### src/include/acc_cpu_config.svh
`ifndef ACC_CPU_CONFIG_SVH
`define ACC_CPU_CONFIG_SVH

// machine word, both data and instruction
`define WORD_W 16

// word address into main memory
`define ADDR_W 12

// number of words, one full address space
`define MEM_DEPTH 4096

// output channel credits available after reset
// consumer may hold at most this many beats unacknowledged
`define OUT_CREDITS 4

`endif

### src/design/acc_cpu_pkg.sv
`include "acc_cpu_config.svh"

package acc_cpu_pkg;

    // top nibble of every instruction
    // codes not listed here execute as no-op
    typedef enum logic [3:0] {
        OP_NOP   = 4'h0,
        OP_LOAD  = 4'h1,
        OP_STORE = 4'h2,
        OP_ALUI  = 4'h3,
        OP_JUMP  = 4'h4,
        OP_JZ    = 4'h5,
        OP_OUT   = 4'h6,
        OP_HALT  = 4'hf
    } opcode_e;

    // alu function select, same order as the original alu block
    typedef enum logic [3:0] {
        ALU_ADD  = 4'h0,
        ALU_SUB  = 4'h1,
        ALU_MUL  = 4'h2,
        ALU_DIV  = 4'h3,
        ALU_SHL  = 4'h4,
        ALU_SHR  = 4'h5,
        ALU_ROL  = 4'h6,
        ALU_ROR  = 4'h7,
        ALU_AND  = 4'h8,
        ALU_OR   = 4'h9,
        ALU_XOR  = 4'ha,
        ALU_NOR  = 4'hb,
        ALU_NAND = 4'hc,
        ALU_XNOR = 4'hd,
        ALU_GT   = 4'he,
        ALU_EQ   = 4'hf
    } alu_func_e;

    // one instruction word, two decodes
    // memory form for load/store/jumps, alu form for alui
    typedef union packed {
        struct packed {
            opcode_e            opcode;
            logic [`ADDR_W-1:0] addr;
        } mem;
        struct packed {
            opcode_e    opcode;
            alu_func_e  func;
            logic [7:0] imm;
        } alu;
    } instr_u;

endpackage

### src/design/control_fsm.sv
`timescale 1ns/1ps
`include "acc_cpu_config.svh"

module control_fsm (
    input  logic                 clk,
    input  logic                 rst_n,
    input  logic                 start,
    input  acc_cpu_pkg::opcode_e opcode,
    input  logic                 acc_zero,
    input  logic                 credit_return,
    output logic                 pc_inc,
    output logic                 pc_jump,
    output logic                 pc_clear,
    output logic                 mar_from_pc,
    output logic                 mar_from_ir,
    output logic                 mbr_load,
    output logic                 ir_load,
    output logic                 acc_from_mbr,
    output logic                 acc_from_alu,
    output logic                 mem_we,
    output logic                 out_valid,
    output logic                 running,
    output logic                 halted
);
    import acc_cpu_pkg::*;

    localparam logic [2:0] S_IDLE      = 3'd0;
    localparam logic [2:0] S_FETCH     = 3'd1;
    localparam logic [2:0] S_WAIT      = 3'd2;
    localparam logic [2:0] S_DECODE    = 3'd3;
    localparam logic [2:0] S_EXEC      = 3'd4;
    localparam logic [2:0] S_LOAD_WAIT = 3'd5;
    localparam logic [2:0] S_LOAD_WB   = 3'd6;

    // enough bits to hold a full credit count
    localparam int CRED_W = $clog2(`OUT_CREDITS + 1);

    logic [2:0]        state;
    logic [2:0]        state_next;
    logic [CRED_W-1:0] credits;
    logic              have_credit;
    logic              halted_q;

    assign have_credit = (credits != '0);

    always_comb begin
        state_next   = state;
        pc_inc       = 1'b0;
        pc_jump      = 1'b0;
        pc_clear     = 1'b0;
        mar_from_pc  = 1'b0;
        mar_from_ir  = 1'b0;
        mbr_load     = 1'b0;
        ir_load      = 1'b0;
        acc_from_mbr = 1'b0;
        acc_from_alu = 1'b0;
        mem_we       = 1'b0;
        out_valid    = 1'b0;
        case (state)
            S_IDLE: begin
                // program always starts at address 0
                if (start) begin
                    pc_clear   = 1'b1;
                    state_next = S_FETCH;
                end
            end
            S_FETCH: begin
                mar_from_pc = 1'b1;
                state_next  = S_WAIT;
            end
            // memory read of mar
            S_WAIT: state_next = S_DECODE;
            S_DECODE: begin
                ir_load    = 1'b1;
                mbr_load   = 1'b1;
                pc_inc     = 1'b1;
                state_next = S_EXEC;
            end
            S_EXEC: begin
                state_next = S_FETCH;
                case (opcode)
                    OP_LOAD: begin
                        // read issued this cycle via the address bypass
                        mar_from_ir = 1'b1;
                        state_next  = S_LOAD_WAIT;
                    end
                    OP_STORE: begin
                        mar_from_ir = 1'b1;
                        mem_we      = 1'b1;
                    end
                    OP_ALUI: acc_from_alu = 1'b1;
                    OP_JUMP: pc_jump = 1'b1;
                    OP_JZ:   pc_jump = acc_zero;
                    OP_OUT: begin
                        // no credit, hold here until one comes back
                        out_valid = have_credit;
                        if (!have_credit) begin
                            state_next = S_EXEC;
                        end
                    end
                    OP_HALT: state_next = S_IDLE;
                    // unused codes fall through as no-op
                    default: state_next = S_FETCH;
                endcase
            end
            S_LOAD_WAIT: begin
                mbr_load   = 1'b1;
                state_next = S_LOAD_WB;
            end
            S_LOAD_WB: begin
                acc_from_mbr = 1'b1;
                state_next   = S_FETCH;
            end
            default: state_next = S_IDLE;
        endcase
    end

    always_ff @(posedge clk) begin
        if (!rst_n) begin
            state    <= S_IDLE;
            halted_q <= 1'b0;
            credits  <= CRED_W'(`OUT_CREDITS);
        end else begin
            state <= state_next;
            // halted holds until the next start
            if (state == S_IDLE && start) begin
                halted_q <= 1'b0;
            end else if (state == S_EXEC && opcode == OP_HALT) begin
                halted_q <= 1'b1;
            end
            // spend one per beat, regain one per return
            credits <= credits + CRED_W'(credit_return) - CRED_W'(out_valid);
        end
    end

    assign running = (state != S_IDLE);
    assign halted  = halted_q;

    a_valid_has_credit: assert property (
        @(posedge clk) disable iff (!rst_n) out_valid |-> have_credit
    ) else $error("control_fsm: out_valid with no credit");

    // consumer must not return more than it was sent
    a_credit_bound: assert property (
        @(posedge clk) disable iff (!rst_n) credits <= CRED_W'(`OUT_CREDITS)
    ) else $error("control_fsm: credit count above limit");

    // start is only meaningful from idle
    a_start_idle: assert property (
        @(posedge clk) disable iff (!rst_n) start |-> !running
    ) else $error("control_fsm: start while running");

endmodule

### config.mk
export PLATFORM = sky130hd
export DESIGN_NAME = control_fsm
export DESIGN_NICKNAME = d
export VERILOG_FILES = /design/src/design/acc_cpu_pkg.sv /design/src/design/control_fsm.sv
export VERILOG_INCLUDE_DIRS = /design/src /design/src/include
export SDC_FILE = /design/constraint.sdc
export NUM_CORES = 1
export LEC_CHECK = 0
export BUFFER_PORTS_ARGS = -buffer_cell sky130_fd_sc_hd__buf_2
export CAP_MARGIN = 30
export CORE_MARGIN = 5
export CORE_UTILIZATION = 42
export DETAILED_ROUTE_END_ITERATION = 8
export PLACE_DENSITY = 0.71
export SLEW_MARGIN = 20
export SYNTH_ARGS = -nofsm -noshare
export SYNTH_HDL_FRONTEND = slang
export SYNTH_SLANG_ARGS = --single-unit
export TNS_END_PERCENT = 50
### constraint.sdc
create_clock -name clk -period 4.25 [get_ports clk]
set_clock_uncertainty 0.2 [all_clocks]
set_input_delay 0.85 -clock clk [delete_from_list [all_inputs] [get_ports clk]]
set_output_delay 0.85 -clock clk [all_outputs]
set_load 0.02 [all_outputs]
Word-level counts from Yosys, hierarchy flattened
Cells that the tools add are included.
Widths: inputs -> output; s select.
Word-level totals
  memory bits (writable): 0
  flip-flop bits (word level): 7
  bits in latches: 0
  bits in read-only memories: 0
  bits of input ports: 9
  output and inout bits: 13
  word-level logic and storage cells: 48
  memories: 0
Cells by class
  div/mod/pow operators: 0
  bitwise logic cells: 1
  equal/unequal tests: 14
  multiply operators: 0
  $add $sub $neg: 2
  reduce and logical (&&, ||, !) cells: 8
  multiplexer cells: 20
  shift-type cells: 0
  order comparisons: 0
Operator list (number)
  $pmux 3 s7: 1
  $mux 1: 15
  $eq 4x3->1 const B: 3
  $eq 3x3->1 const B: 3
  $pmux 3 s3: 1
  $eq 4x2->1 const B: 2
  $eq 3x2->1 const B: 2
  $mux 3: 2
  $reduce_bool 3->1: 2
  $reduce_or 2->1: 3
  $eq 4x1->1 const B: 1
  $eq 4x4->1 const B: 1
  $add 3x1->3: 1
  $eq 3x1->1 const B: 1
  $logic_not 3->1: 1
  $sub 3x1->3: 1
  $logic_and 1x1->1: 2
  $ne 2x2->1 const B: 1
  $pmux 1 s2: 1
  $not 1->1: 1

Depth between registers and ports, before layout
Gate-level depths: netlist of the first run.
  depth in word-level cells: 4
  gate-level depth with buffers: 11
  mapped depth without buffers: 10

Worst setup path before layout of the first run
No wires, ideal clock.
  kind: input to register
  start: input port opcode[0]
  end: register credits[2]
  arrival time: 2990 ps
  stages: 9
  library setup time: 115 ps
  required time: 3935 ps
  buffers on the path: 0
  setup slack: 945 ps
  path through: or3b_1 nor3_1 ha_1 inv_1 ha_1 fa_1 xnor2_1 xnor2_1 nand2_1
Between the ends
  word-level cells in the longest chain between the ends: 4
RTL lines
  from (decl): line control_fsm.sv:8  | input acc_cpu_pkg::opcode_e opcode,
  $eq 4x3->1: line control_fsm.sv:81  | case (opcode)
  $mux 1: line control_fsm.sv:81
  $mux 1: line control_fsm.sv:59  | case (state)
  named net out_valid: line control_fsm.sv:21  | output logic out_valid,
  $sub 3x1->3: line control_fsm.sv:132  | credits <= credits + CRED_W'(credit_return) - CRED_W'(out_valid);
  to (signal assigned): line control_fsm.sv:122  | credits <= CRED_W'(`OUT_CREDITS);
  to (signal assigned): line control_fsm.sv:132
  to (decl): line control_fsm.sv:40  | logic [CRED_W-1:0] credits;
The timed path passes the listed nets, and every way through them passes these cells.
A chain may end at the register's enable or synchronous reset.

Final worst setup path of the first run
  start: input port opcode[0]
  end: output port out_valid
Between the ends
  word-level cells in the longest chain between the ends: 3
RTL lines (line)
  $eq 4x3->1: control_fsm.sv:81
  $mux 1: control_fsm.sv:81
  $mux 1: control_fsm.sv:59
  to (decl): control_fsm.sv:21
Every way passes these cells.

==> impl_metrics.env, run 1 <==
export IMPL_run_status="complete, no violations"
export IMPL_drt_initial_drc_count=2
export IMPL_maxClockFrequency_mhz=341
export IMPL_largest_net_degree_at_the_start_of_global_routing=13
export IMPL_place_congestion=0.800
export IMPL_yosysTopAreaCell="sky130_fd_sc_hd__dfxtp_1"
export IMPL_avgViaCountPerCell=5.11
export IMPL_post_syn_nets=75
export IMPL_synthesis_yosys_warnings=0
export IMPL_clock_latency_ns=0.25
export IMPL_number_of_i_o_pins=22
export IMPL_grt_first_pass_wirelength_um=1850
export IMPL_placeableCoreArea_sq_um=1280
export IMPL_clock_tree_htree_level_count=1
export IMPL_placed_area_sq_um=651
export IMPL_timing_critical_path_required_ns=3.20
export IMPL_design_area_sq_um=677
export IMPL_postSynthRegisterBits=7
export IMPL_yosys_area_top_type_share_pct=25.0
export IMPL_setup_tns_ns=0
export IMPL_drt_first_pass_iters=4
export IMPL_grt_usage_pct=11.6
export IMPL_wl_um=1130
export IMPL_layout_area_overhead_vs_synth_pct=20.8
export IMPL_fp_row_count=13
export IMPL_crit_path_max_fanout=6
export IMPL_antenna_diode_count=0
export IMPL_cp_arrival_ns=1.88
export IMPL_drc=0
export IMPL_min_period_over_period_pct=69.0
export IMPL_antenna_left=0
export IMPL_chipHeight_um=46.5
export IMPL_number_of_global_route_vias_before_repair=452
export IMPL_fp_dieArea_sq_um=2170
export IMPL_maximum_number_of_buffers_from_clock_root_to_sink=2
export IMPL_buffer_ports_inserted=21
export IMPL_ctsRootBufferMaster="sky130_fd_sc_hd__clkbuf_4"
export IMPL_hold_viol_final=0
export IMPL_synth_distinct_cells=33
export IMPL_initial_utilization_pct=43.6
export IMPL_leakage_nw=0.300
export IMPL_syn_cell_area_sq_um=561
export IMPL_nets=96
export IMPL_peakVddDrop_mv=0.186
export IMPL_synth_area_per_inst_sq_um=8.90
export IMPL_cts_made_buffers=3
export IMPL_globalRoute_totalOverflow=0
export IMPL_period_needed_ns=2.93
export IMPL_ranking_of_synthesized_cells_by_area="sky130_fd_sc_hd__dfxtp_1, sky130_fd_sc_hd__nor3b_1, sky130_fd_sc_hd__a2111oi_4"
export IMPL_report_final_slew_viol_count=0
export IMPL_antenna_found_initial=0
export IMPL_cp_end_kind="primary output"
export IMPL_hold_buffers=0
export IMPL_cts_resized=0
export IMPL_syn_instance_count=63
export IMPL_clock_sinks=7
export IMPL_setup_violations_final=0
export IMPL_cp_start_kind="input port"
export IMPL_cap_violations=0
export IMPL_holdCritPathClass="flip-flop to flip-flop"
export IMPL_max_slew_worst_pin_slew_ns=0.424
export IMPL_via_count=501
export IMPL_final_layout_size_suffix_gt1_share_pct=34.9
export IMPL_avgRoutedWirePerCell_um=11.5
export IMPL_die_width_um=46.5
export IMPL_placed_insts=94
export IMPL_setup_slack_on_the_worst_flop_to_flop_path_ns=1.55
export IMPL_filler_cell_count=129
export IMPL_detailed_place_hpwl_um=880
export IMPL_cts_tree="built"
export IMPL_slew_headroom_pct=71.7
export IMPL_setup_repair_after_global_routing_missed_its_margin="no"
export IMPL_stdcell_count=98
export IMPL_timing_setup_critical_path_class="input port to primary output"
export IMPL_postCtsSetupBuffers=0
export IMPL_yosysSeqAreaShare_pct=25.0
export IMPL_cts_reportedPaths_clkPinSlew_ns=0.05
export IMPL_power_per_cell_area_nw_per_um2=273
[logic make-up (layout without fill, tap and decap cells)]
group,count (synthesis),in the layout,synth area share [%]
compound gates,9,9,15.2
flops,7,7,25.0
fa+ha+maj,3,3,8.04
simple gates,30,30,37.1
buf+inv,11,31,10.0
xor+xnor,3,3,4.69
[path summary, 6_finish.rpt]
check,startpoint,end,cells past startpoint
setup reg to reg,state[2],credits[2],10
hold / removal,halted,halted,2
hold reg to reg,halted,halted,2
setup / recovery,opcode[0],out_valid,4
[layout by cell type (no fill, tap or decap)]
master | synthesis | layout
sky130_fd_sc_hd__a2111oi_4 | 1 | 1
sky130_fd_sc_hd__a21oi_1 | 2 | 2
sky130_fd_sc_hd__a22oi_1 | 1 | 1
sky130_fd_sc_hd__a31oi_1 | 1 | 1
sky130_fd_sc_hd__and2_1 | 3 | 3
sky130_fd_sc_hd__and3_1 | 2 | 2
sky130_fd_sc_hd__and4_1 | 1 | 1
sky130_fd_sc_hd__buf_2 | 3 | 21
sky130_fd_sc_hd__clkbuf_1 | 0 | 1
sky130_fd_sc_hd__clkbuf_4 | 0 | 3
sky130_fd_sc_hd__dfxtp_1 | 7 | 7
sky130_fd_sc_hd__fa_1 | 1 | 1
sky130_fd_sc_hd__ha_1 | 2 | 2
sky130_fd_sc_hd__inv_1 | 6 | 6
sky130_fd_sc_hd__nand2_1 | 3 | 3
sky130_fd_sc_hd__nand2_2 | 1 | 1
sky130_fd_sc_hd__nand3_1 | 1 | 1
sky130_fd_sc_hd__nand4_1 | 1 | 1
sky130_fd_sc_hd__nor2_1 | 2 | 2
sky130_fd_sc_hd__nor2b_1 | 1 | 1
sky130_fd_sc_hd__nor3_1 | 4 | 4
sky130_fd_sc_hd__nor3b_1 | 5 | 5
sky130_fd_sc_hd__nor3b_2 | 1 | 1
sky130_fd_sc_hd__nor3b_4 | 1 | 1
sky130_fd_sc_hd__nor4_1 | 1 | 1
sky130_fd_sc_hd__nor4b_2 | 1 | 1
sky130_fd_sc_hd__o211ai_1 | 1 | 1
sky130_fd_sc_hd__o21a_1 | 2 | 2
sky130_fd_sc_hd__o41a_1 | 1 | 1
sky130_fd_sc_hd__or3_1 | 1 | 1
sky130_fd_sc_hd__or3b_1 | 1 | 1
sky130_fd_sc_hd__xnor2_1 | 2 | 2
sky130_fd_sc_hd__xor2_1 | 1 | 1
[synth_stat cells (all sizes together)]
| cell type | number |
|---|---|
| and2 | 3 |
| nand3 | 1 |
| nor4b | 1 |
| fa | 1 |
| o211ai | 1 |
| or3 | 1 |
| a21oi | 2 |
| o41a | 1 |
| a22oi | 1 |
| nor2 | 2 |
| or3b | 1 |
| xnor2 | 2 |
| and4 | 1 |
| xor2 | 1 |
| nand4 | 1 |
| nand2 | 4 |
| o21a | 2 |
| nor3 | 4 |
| a31oi | 1 |
| nor2b | 1 |
| nor4 | 1 |
| dfxtp | 7 |
| buf | 5 |
| ha | 2 |
| and3 | 2 |
| a2111oi | 1 |
| inv | 6 |
| nor3b | 7 |
[routing by layer]
layer  vias to the layer above  global-route usage, %  wire (um)
li1                        263                      -          -
met5                         -                      0          0
met3                         0                   3.52         77
met1                       222                   16.0        574
met4                         0                   3.41          0
met2                        16                   17.3        477
[metrics by stage]
stage | util [%] | worst slack, ns | power (mW) | hold slack, ns
after floorplan | - | 0.945 | 0.112 | 0.285
after global placement | 50.6 | 1.16 | 0.126 | 0.304
after detailed placement | 50.6 | 1.11 | 0.126 | 0.309
after CTS | 52.7 | 1.30 | 0.186 | 0.317
after global routing | 52.7 | 1.22 | 0.199 | 0.358
final | 52.7 | 1.32 | 0.185 | 0.315
[cell type report]
cell class | count | area (sq um) | share of cell area, %
sequential | 7 | 140 | 20.7
clock buffer | 4 | 26.3 | 3.88
inverter | 6 | 22.5 | 3.33
tap | 15 | 18.8 | 2.77
multi-input combinational | 45 | 364 | 53.8
timing repair buffer | 21 | 105 | 15.5
[where the power goes]
| part | total, mW | internal (mW) | switching, mW | leakage [nW] |
|---|---|---|---|---|
| logic | 0.0452 | 0.0208 | 0.0244 | 0.228 |
| clock network | 0.0601 | 0.0358 | 0.0243 | 0.0150 |
| registers | 0.0794 | 0.0713 | 0.00808 | 0.0574 |
| total | 0.185 | 0.128 | 0.0568 | 0.300 |
[registers in the layout (all words and copies together) (netlist names)]
signal   count
halted       1
state        3
credits      3
[worst max-delay path, cell delays in order]
cell and delay, ns:
sky130_fd_sc_hd__buf_2 0.14, sky130_fd_sc_hd__or3b_1 0.43, sky130_fd_sc_hd__nor3_1 0.25, sky130_fd_sc_hd__buf_2 0.21
Note: power is estimated with default switching activity, not from simulation.
==> inputs of run 2 (changes only) <==
Settings changed: CORE_UTILIZATION 42 to 41, PLACE_DENSITY 0.71 to 0.72.
Clock period 4.25 ns to 2.4 ns, I/O delays scaled along.
==> impl_metrics.env, run 2 (synthesis gave the netlist of run 1 again) <==
export IMPL_run_status="complete, no violations"
export IMPL_clock_sinks=7
export IMPL_avgViaCountPerCell=5.04
export IMPL_detailed_place_hpwl_um=1080
export IMPL_filler_cell_count=133
export IMPL_cts_tree="built"
export IMPL_avgRoutedWirePerCell_um=12.0
export IMPL_cts_resized=0
export IMPL_fp_dieArea_sq_um=2210
export IMPL_cp_start_kind="input port"
export IMPL_antenna_diode_count=0
export IMPL_number_of_i_o_pins=22
export IMPL_clock_latency_ns=0.24
export IMPL_crit_path_max_fanout=2
export IMPL_globalRoute_totalOverflow=0
export IMPL_commonest_non_fill_non_tap_cell_in_the_layout="sky130_fd_sc_hd__buf_2"
export IMPL_cap_violations=0
export IMPL_final_core_utilization_pct=60.2
export IMPL_timing_setup_critical_path_class="input port to flip-flop"
export IMPL_m1_wl_um=582
export IMPL_met2RoutedLength_um=640
export IMPL_stdcell_count=109
export IMPL_maximum_number_of_buffers_from_clock_root_to_sink=2
export IMPL_hold_viol_final=0
export IMPL_grt_usage_pct=14.9
export IMPL_antenna_left=0
export IMPL_largest_net_degree_at_the_start_of_global_routing=12
export IMPL_drc=0
export IMPL_maxClockFrequency_mhz=438
export IMPL_die_width_um=47.0
export IMPL_fp_row_count=13
export IMPL_cts_reportedPaths_clkPinSlew_ns=0.05
export IMPL_setup_violations_final=0
export IMPL_buffer_ports_inserted=21
export IMPL_ctsRootBufferMaster="sky130_fd_sc_hd__clkbuf_4"
export IMPL_number_of_global_route_vias_before_repair=549
export IMPL_cts_made_buffers=3
export IMPL_slew_headroom_pct=76.4
export IMPL_grt_first_pass_wirelength_um=2240
export IMPL_nets=107
export IMPL_place_congestion=0.753
export IMPL_setup_tns_ns=0
export IMPL_antenna_found_initial=0
export IMPL_timing_critical_path_required_ns=2.33
export IMPL_final_layout_size_suffix_gt1_share_pct=46.8
export IMPL_clock_tree_htree_level_count=1
export IMPL_period_needed_ns=2.28
export IMPL_min_period_over_period_pct=95.1
export IMPL_met3_length_um=70
export IMPL_most_frequent_cells_in_the_layout="sky130_fd_sc_hd__buf_2, sky130_fd_sc_hd__buf_4, sky130_fd_sc_hd__dfxtp_1"
export IMPL_placed_insts=103
export IMPL_cp_end_kind="flip-flop"
export IMPL_drt_initial_drc_count=8
export IMPL_layout_area_overhead_vs_synth_pct=39.7
export IMPL_timing_hold_worst_path_depth=2
export IMPL_placeableCoreArea_sq_um=1300
export IMPL_initial_utilization_pct=43.1
export IMPL_via_count=549
export IMPL_peakVddDrop_mv=0.371
export IMPL_max_slew_worst_pin_slew_ns=0.354
export IMPL_leakage_nw=0.362
export IMPL_design_area_sq_um=783
export IMPL_top_layer_used="met4"
export IMPL_report_final_slew_viol_count=0
export IMPL_setup_repair_after_global_routing_missed_its_margin="no"
export IMPL_chipHeight_um=47.0
export IMPL_timing_reg2reg_worst_path_depth=10
export IMPL_placed_area_sq_um=742
export IMPL_holdCritPathClass="input port to flip-flop"
export IMPL_power_per_cell_area_nw_per_um2=440
export IMPL_cp_arrival_ns=2.22
export IMPL_wl_um=1310
export IMPL_drt_first_pass_iters=2
[run 2: final cells by class]
cell class	count	area (sq um)	share of cell area (%)
Sequential cell	7	140	17.9
Clock buffer	4	26.3	3.35
Tap cell	15	18.8	2.40
Multi-Input combinational cell	45	388	49.5
Inverter	6	22.5	2.88
Timing Repair Buffer	32	188	24.0
[run 2: path summary, 6_finish.rpt]
path | start | slack (ns) | endpoint
setup / recovery | opcode[0] | 0.12 | credits[2]
hold / removal | rst_n | 0.27 | credits[2]
setup reg to reg | credits[1] | 0.16 | credits[2]
hold reg to reg | halted | 0.33 | halted
[run 2: per-stage QoR]
| stage | power (mW) | worst slack [ns] | hold slack, ns |
|---|---|---|---|
| after detailed placement | 0.246 | -0.211 | 0.323 |
| final | 0.345 | 0.118 | 0.265 |
| after global placement | 0.244 | -0.167 | 0.308 |
| after floorplan | 0.206 | -0.169 | 0.278 |
| after CTS | 0.353 | 0.0397 | 0.253 |
| after global routing | 0.378 | 0.0117 | 0.246 |
[run 2: worst max-delay path, cell delays in order]
cell	delay [ns]
sky130_fd_sc_hd__buf_2	0.10
sky130_fd_sc_hd__or3b_4	0.40
sky130_fd_sc_hd__nor3_4	0.13
sky130_fd_sc_hd__ha_1	0.14
sky130_fd_sc_hd__inv_1	0.04
sky130_fd_sc_hd__ha_1	0.18
sky130_fd_sc_hd__fa_2	0.36
sky130_fd_sc_hd__xnor2_2	0.17
sky130_fd_sc_hd__xnor2_1	0.14
sky130_fd_sc_hd__nand2_1	0.07
[run 2: where the power goes]
group	internal (mW)	total [mW]	switching, mW
combinational	0.0522	0.109	0.0569
sequential	0.127	0.135	0.00868
clock	0.0631	0.101	0.0375
total	0.242	0.345	0.103
[run 2: what timing repair did]
item | in CTS | in global routing
hold buffers | 0 | 0
endpoints found under the setup margin | 0 | 1
setup buffers | 0 | 2
[run 2: metal layers]
layer | vias up | GRT usage, %
li1 | 284 | -
met2 | 12 | 23.6
met3 | 2 | 3.45
met1 | 251 | 17.9
met4 | 0 | 9.94
met5 | - | 0
==> inputs of run 3 (changes only) <==
--- a/config.mk
+++ b/config.mk
@@ -14,2 +14,3 @@
 export PLACE_DENSITY = 0.72
+export REMOVE_ABC_BUFFERS = 1
 export SLEW_MARGIN = 20
--- a/constraint.sdc
+++ b/constraint.sdc
@@ -4,2 +4,2 @@
 set_output_delay 0.48 -clock clk [all_outputs]
-set_load 0.02 [all_outputs]
+set_load 0.1 [all_outputs]
==> impl_metrics.env, run 3 (synthesis gave the netlist of run 1 again) <==
export IMPL_run_status="complete, no violations"
export IMPL_clock_latency_ns=0.24
export IMPL_via_count=574
export IMPL_report_final_slew_viol_count=0
export IMPL_total_switching_power_uw=158
export IMPL_cts_tree="built"
export IMPL_detailed_place_hpwl_um=1140
export IMPL_clkPwrFrac_pct=26.2
export IMPL_internal_power_uw=244
export IMPL_period_needed_ns=2.33
export IMPL_total_power_uw=402
export IMPL_design_area_sq_um=887
export IMPL_clock_sinks=7
export IMPL_nets=109
export IMPL_most_frequent_cells_in_the_layout="sky130_fd_sc_hd__buf_2, sky130_fd_sc_hd__buf_4, sky130_fd_sc_hd__dfxtp_1"
export IMPL_layout_area_overhead_vs_synth_pct=58.3
export IMPL_cts_reportedPaths_clkPinSlew_ns=0.05
export IMPL_setup_slack_on_the_worst_flop_to_flop_path_ns=0.16
export IMPL_timing_critical_path_required_ns=1.72
export IMPL_timing_hold_worst_path_depth=2
export IMPL_grt_usage_pct=15.3
export IMPL_final_layout_size_suffix_gt1_share_pct=51.0
export IMPL_max_slew_worst_pin_slew_ns=0.501
export IMPL_initial_utilization_pct=43.1
export IMPL_comb_power_share_pct=39.7
export IMPL_hold_path_endpoint="credits[2]"
export IMPL_leakage_nw=0.389
export IMPL_chipHeight_um=47.0
export IMPL_cp_start_kind="input port"
export IMPL_maxClockFrequency_mhz=429
export IMPL_slew_headroom_pct=66.8
export IMPL_timing_reg2reg_worst_path_depth=8
export IMPL_worstHoldStart="rst_n"
export IMPL_maximum_number_of_buffers_from_clock_root_to_sink=2
export IMPL_antenna_found_initial=0
export IMPL_die_width_um=47.0
export IMPL_cts_made_buffers=3
export IMPL_fp_row_count=13
export IMPL_cp_arrival_ns=1.65
export IMPL_largest_net_degree_at_the_start_of_global_routing=12
export IMPL_cap_violations=0
export IMPL_place_congestion=0.778
export IMPL_power_sequential_fraction_pct=34.1
export IMPL_ctsRootBufferMaster="sky130_fd_sc_hd__clkbuf_4"
export IMPL_grt_first_pass_wirelength_um=2440
export IMPL_crit_path_max_fanout=2
export IMPL_r2r_startpoint="state[0]"
export IMPL_peakVddDrop_mv=0.320
export IMPL_buffer_ports_inserted=21
export IMPL_power_per_cell_area_nw_per_um2=453
export IMPL_cp_end_kind="primary output"
export IMPL_number_of_i_o_pins=22
export IMPL_drc=0
export IMPL_placed_area_sq_um=816
export IMPL_setup_repair_after_global_routing_missed_its_margin="no"
export IMPL_min_period_over_period_pct=97.2
export IMPL_drt_first_pass_iters=4
export IMPL_number_of_global_route_vias_before_repair=580
export IMPL_timing_setup_critical_path_class="input port to primary output"
export IMPL_switching_share_pct=39.3
export IMPL_clock_tree_htree_level_count=1
export IMPL_avgRoutedWirePerCell_um=13.2
export IMPL_holdCritPathClass="input port to flip-flop"
export IMPL_setup_violations_final=0
export IMPL_avgViaCountPerCell=5.17
export IMPL_stdcell_count=111
export IMPL_drt_initial_drc_count=5
export IMPL_antenna_left=0
export IMPL_antenna_diode_count=0
export IMPL_globalRoute_totalOverflow=0
export IMPL_hold_viol_final=0
export IMPL_placed_insts=106
export IMPL_wl_um=1460
export IMPL_regToRegEndpoint="credits[1]"
export IMPL_commonest_non_fill_non_tap_cell_in_the_layout="sky130_fd_sc_hd__buf_2"
export IMPL_placeableCoreArea_sq_um=1300
export IMPL_fp_dieArea_sq_um=2210
-- run 3: how the worst max path moves through the flow --
stage | startpoint | end | slack [ns] | depth (start not counted)
2_1_floorplan | opcode[0] | credits[2] | -2.26 | 9
3_3_place_gp | opcode[0] | credits[2] | -0.26 | 10
3_5_place_dp | opcode[0] | credits[2] | -0.33 | 10
4_1_cts | opcode[0] | credits[2] | 0.02 | 10
5_1_grt | opcode[0] | credits[2] | 0.01 | 10
6_report | opcode[0] | mem_we | 0.07 | 5
-- run 3: routing by layer --
metal  share of wire [%]  wire length (um)  track usage, %
met1                  41               600            18.5
met2                  52               760            26.8
met3                 6.8               100            3.07
met4                   0                 0            4.97
met5                   0                 0               0
-- run 3: repair_timing --
| action | 4_1_cts | 5_1_grt |
|---|---|---|
| gates resized for setup | 6 | 2 |
| hold buffers | 0 | 0 |
| endpoints found under the setup margin | 1 | 3 |
| pin swaps | 3 | 4 |
| buffers inserted | 1 | 0 |
-- run 3: power by group through the flow --
stage | Combinational [mW] | Clock, mW | Sequential [mW]
2_1_floorplan | 0.100 | 0 | 0.140
3_3_place_gp | 0.147 | 0 | 0.136
3_5_place_dp | 0.151 | 0 | 0.137
4_1_cts | 0.159 | 0.107 | 0.135
5_1_grt | 0.171 | 0.121 | 0.138
6_report | 0.159 | 0.105 | 0.137
-- run 3: critical path: stages --
cell                     delay [ns]
sky130_fd_sc_hd__buf_2         0.10
sky130_fd_sc_hd__or3b_4        0.41
sky130_fd_sc_hd__buf_4         0.15
sky130_fd_sc_hd__nor3_1        0.29
sky130_fd_sc_hd__buf_12        0.22
-- run 3: per-stage QoR --
stage / worst slack (ns) / setup TNS, ns / utilization, % / hold WS, ns
2_1_floorplan: -2.26 / -13.53 / - / 0.285
3_3_place_gp: -0.262 / -0.432 / 62.7 / 0.312
3_5_place_dp: -0.334 / -0.563 / 62.7 / 0.331
4_1_cts: 0.0237 / 0 / 67.3 / 0.263
5_1_grt: 0.0124 / 0 / 68.2 / 0.268
6_report: 0.0671 / 0 / 68.2 / 0.266
-- run 3: layout make-up --
cell class	count	area, sq um
clock buffer	4	26.3
sequential	7	140
inverter	6	22.5
timing repair buffer	34	278
fill	117	414
multi-input combinational	45	402
tap	15	18.8
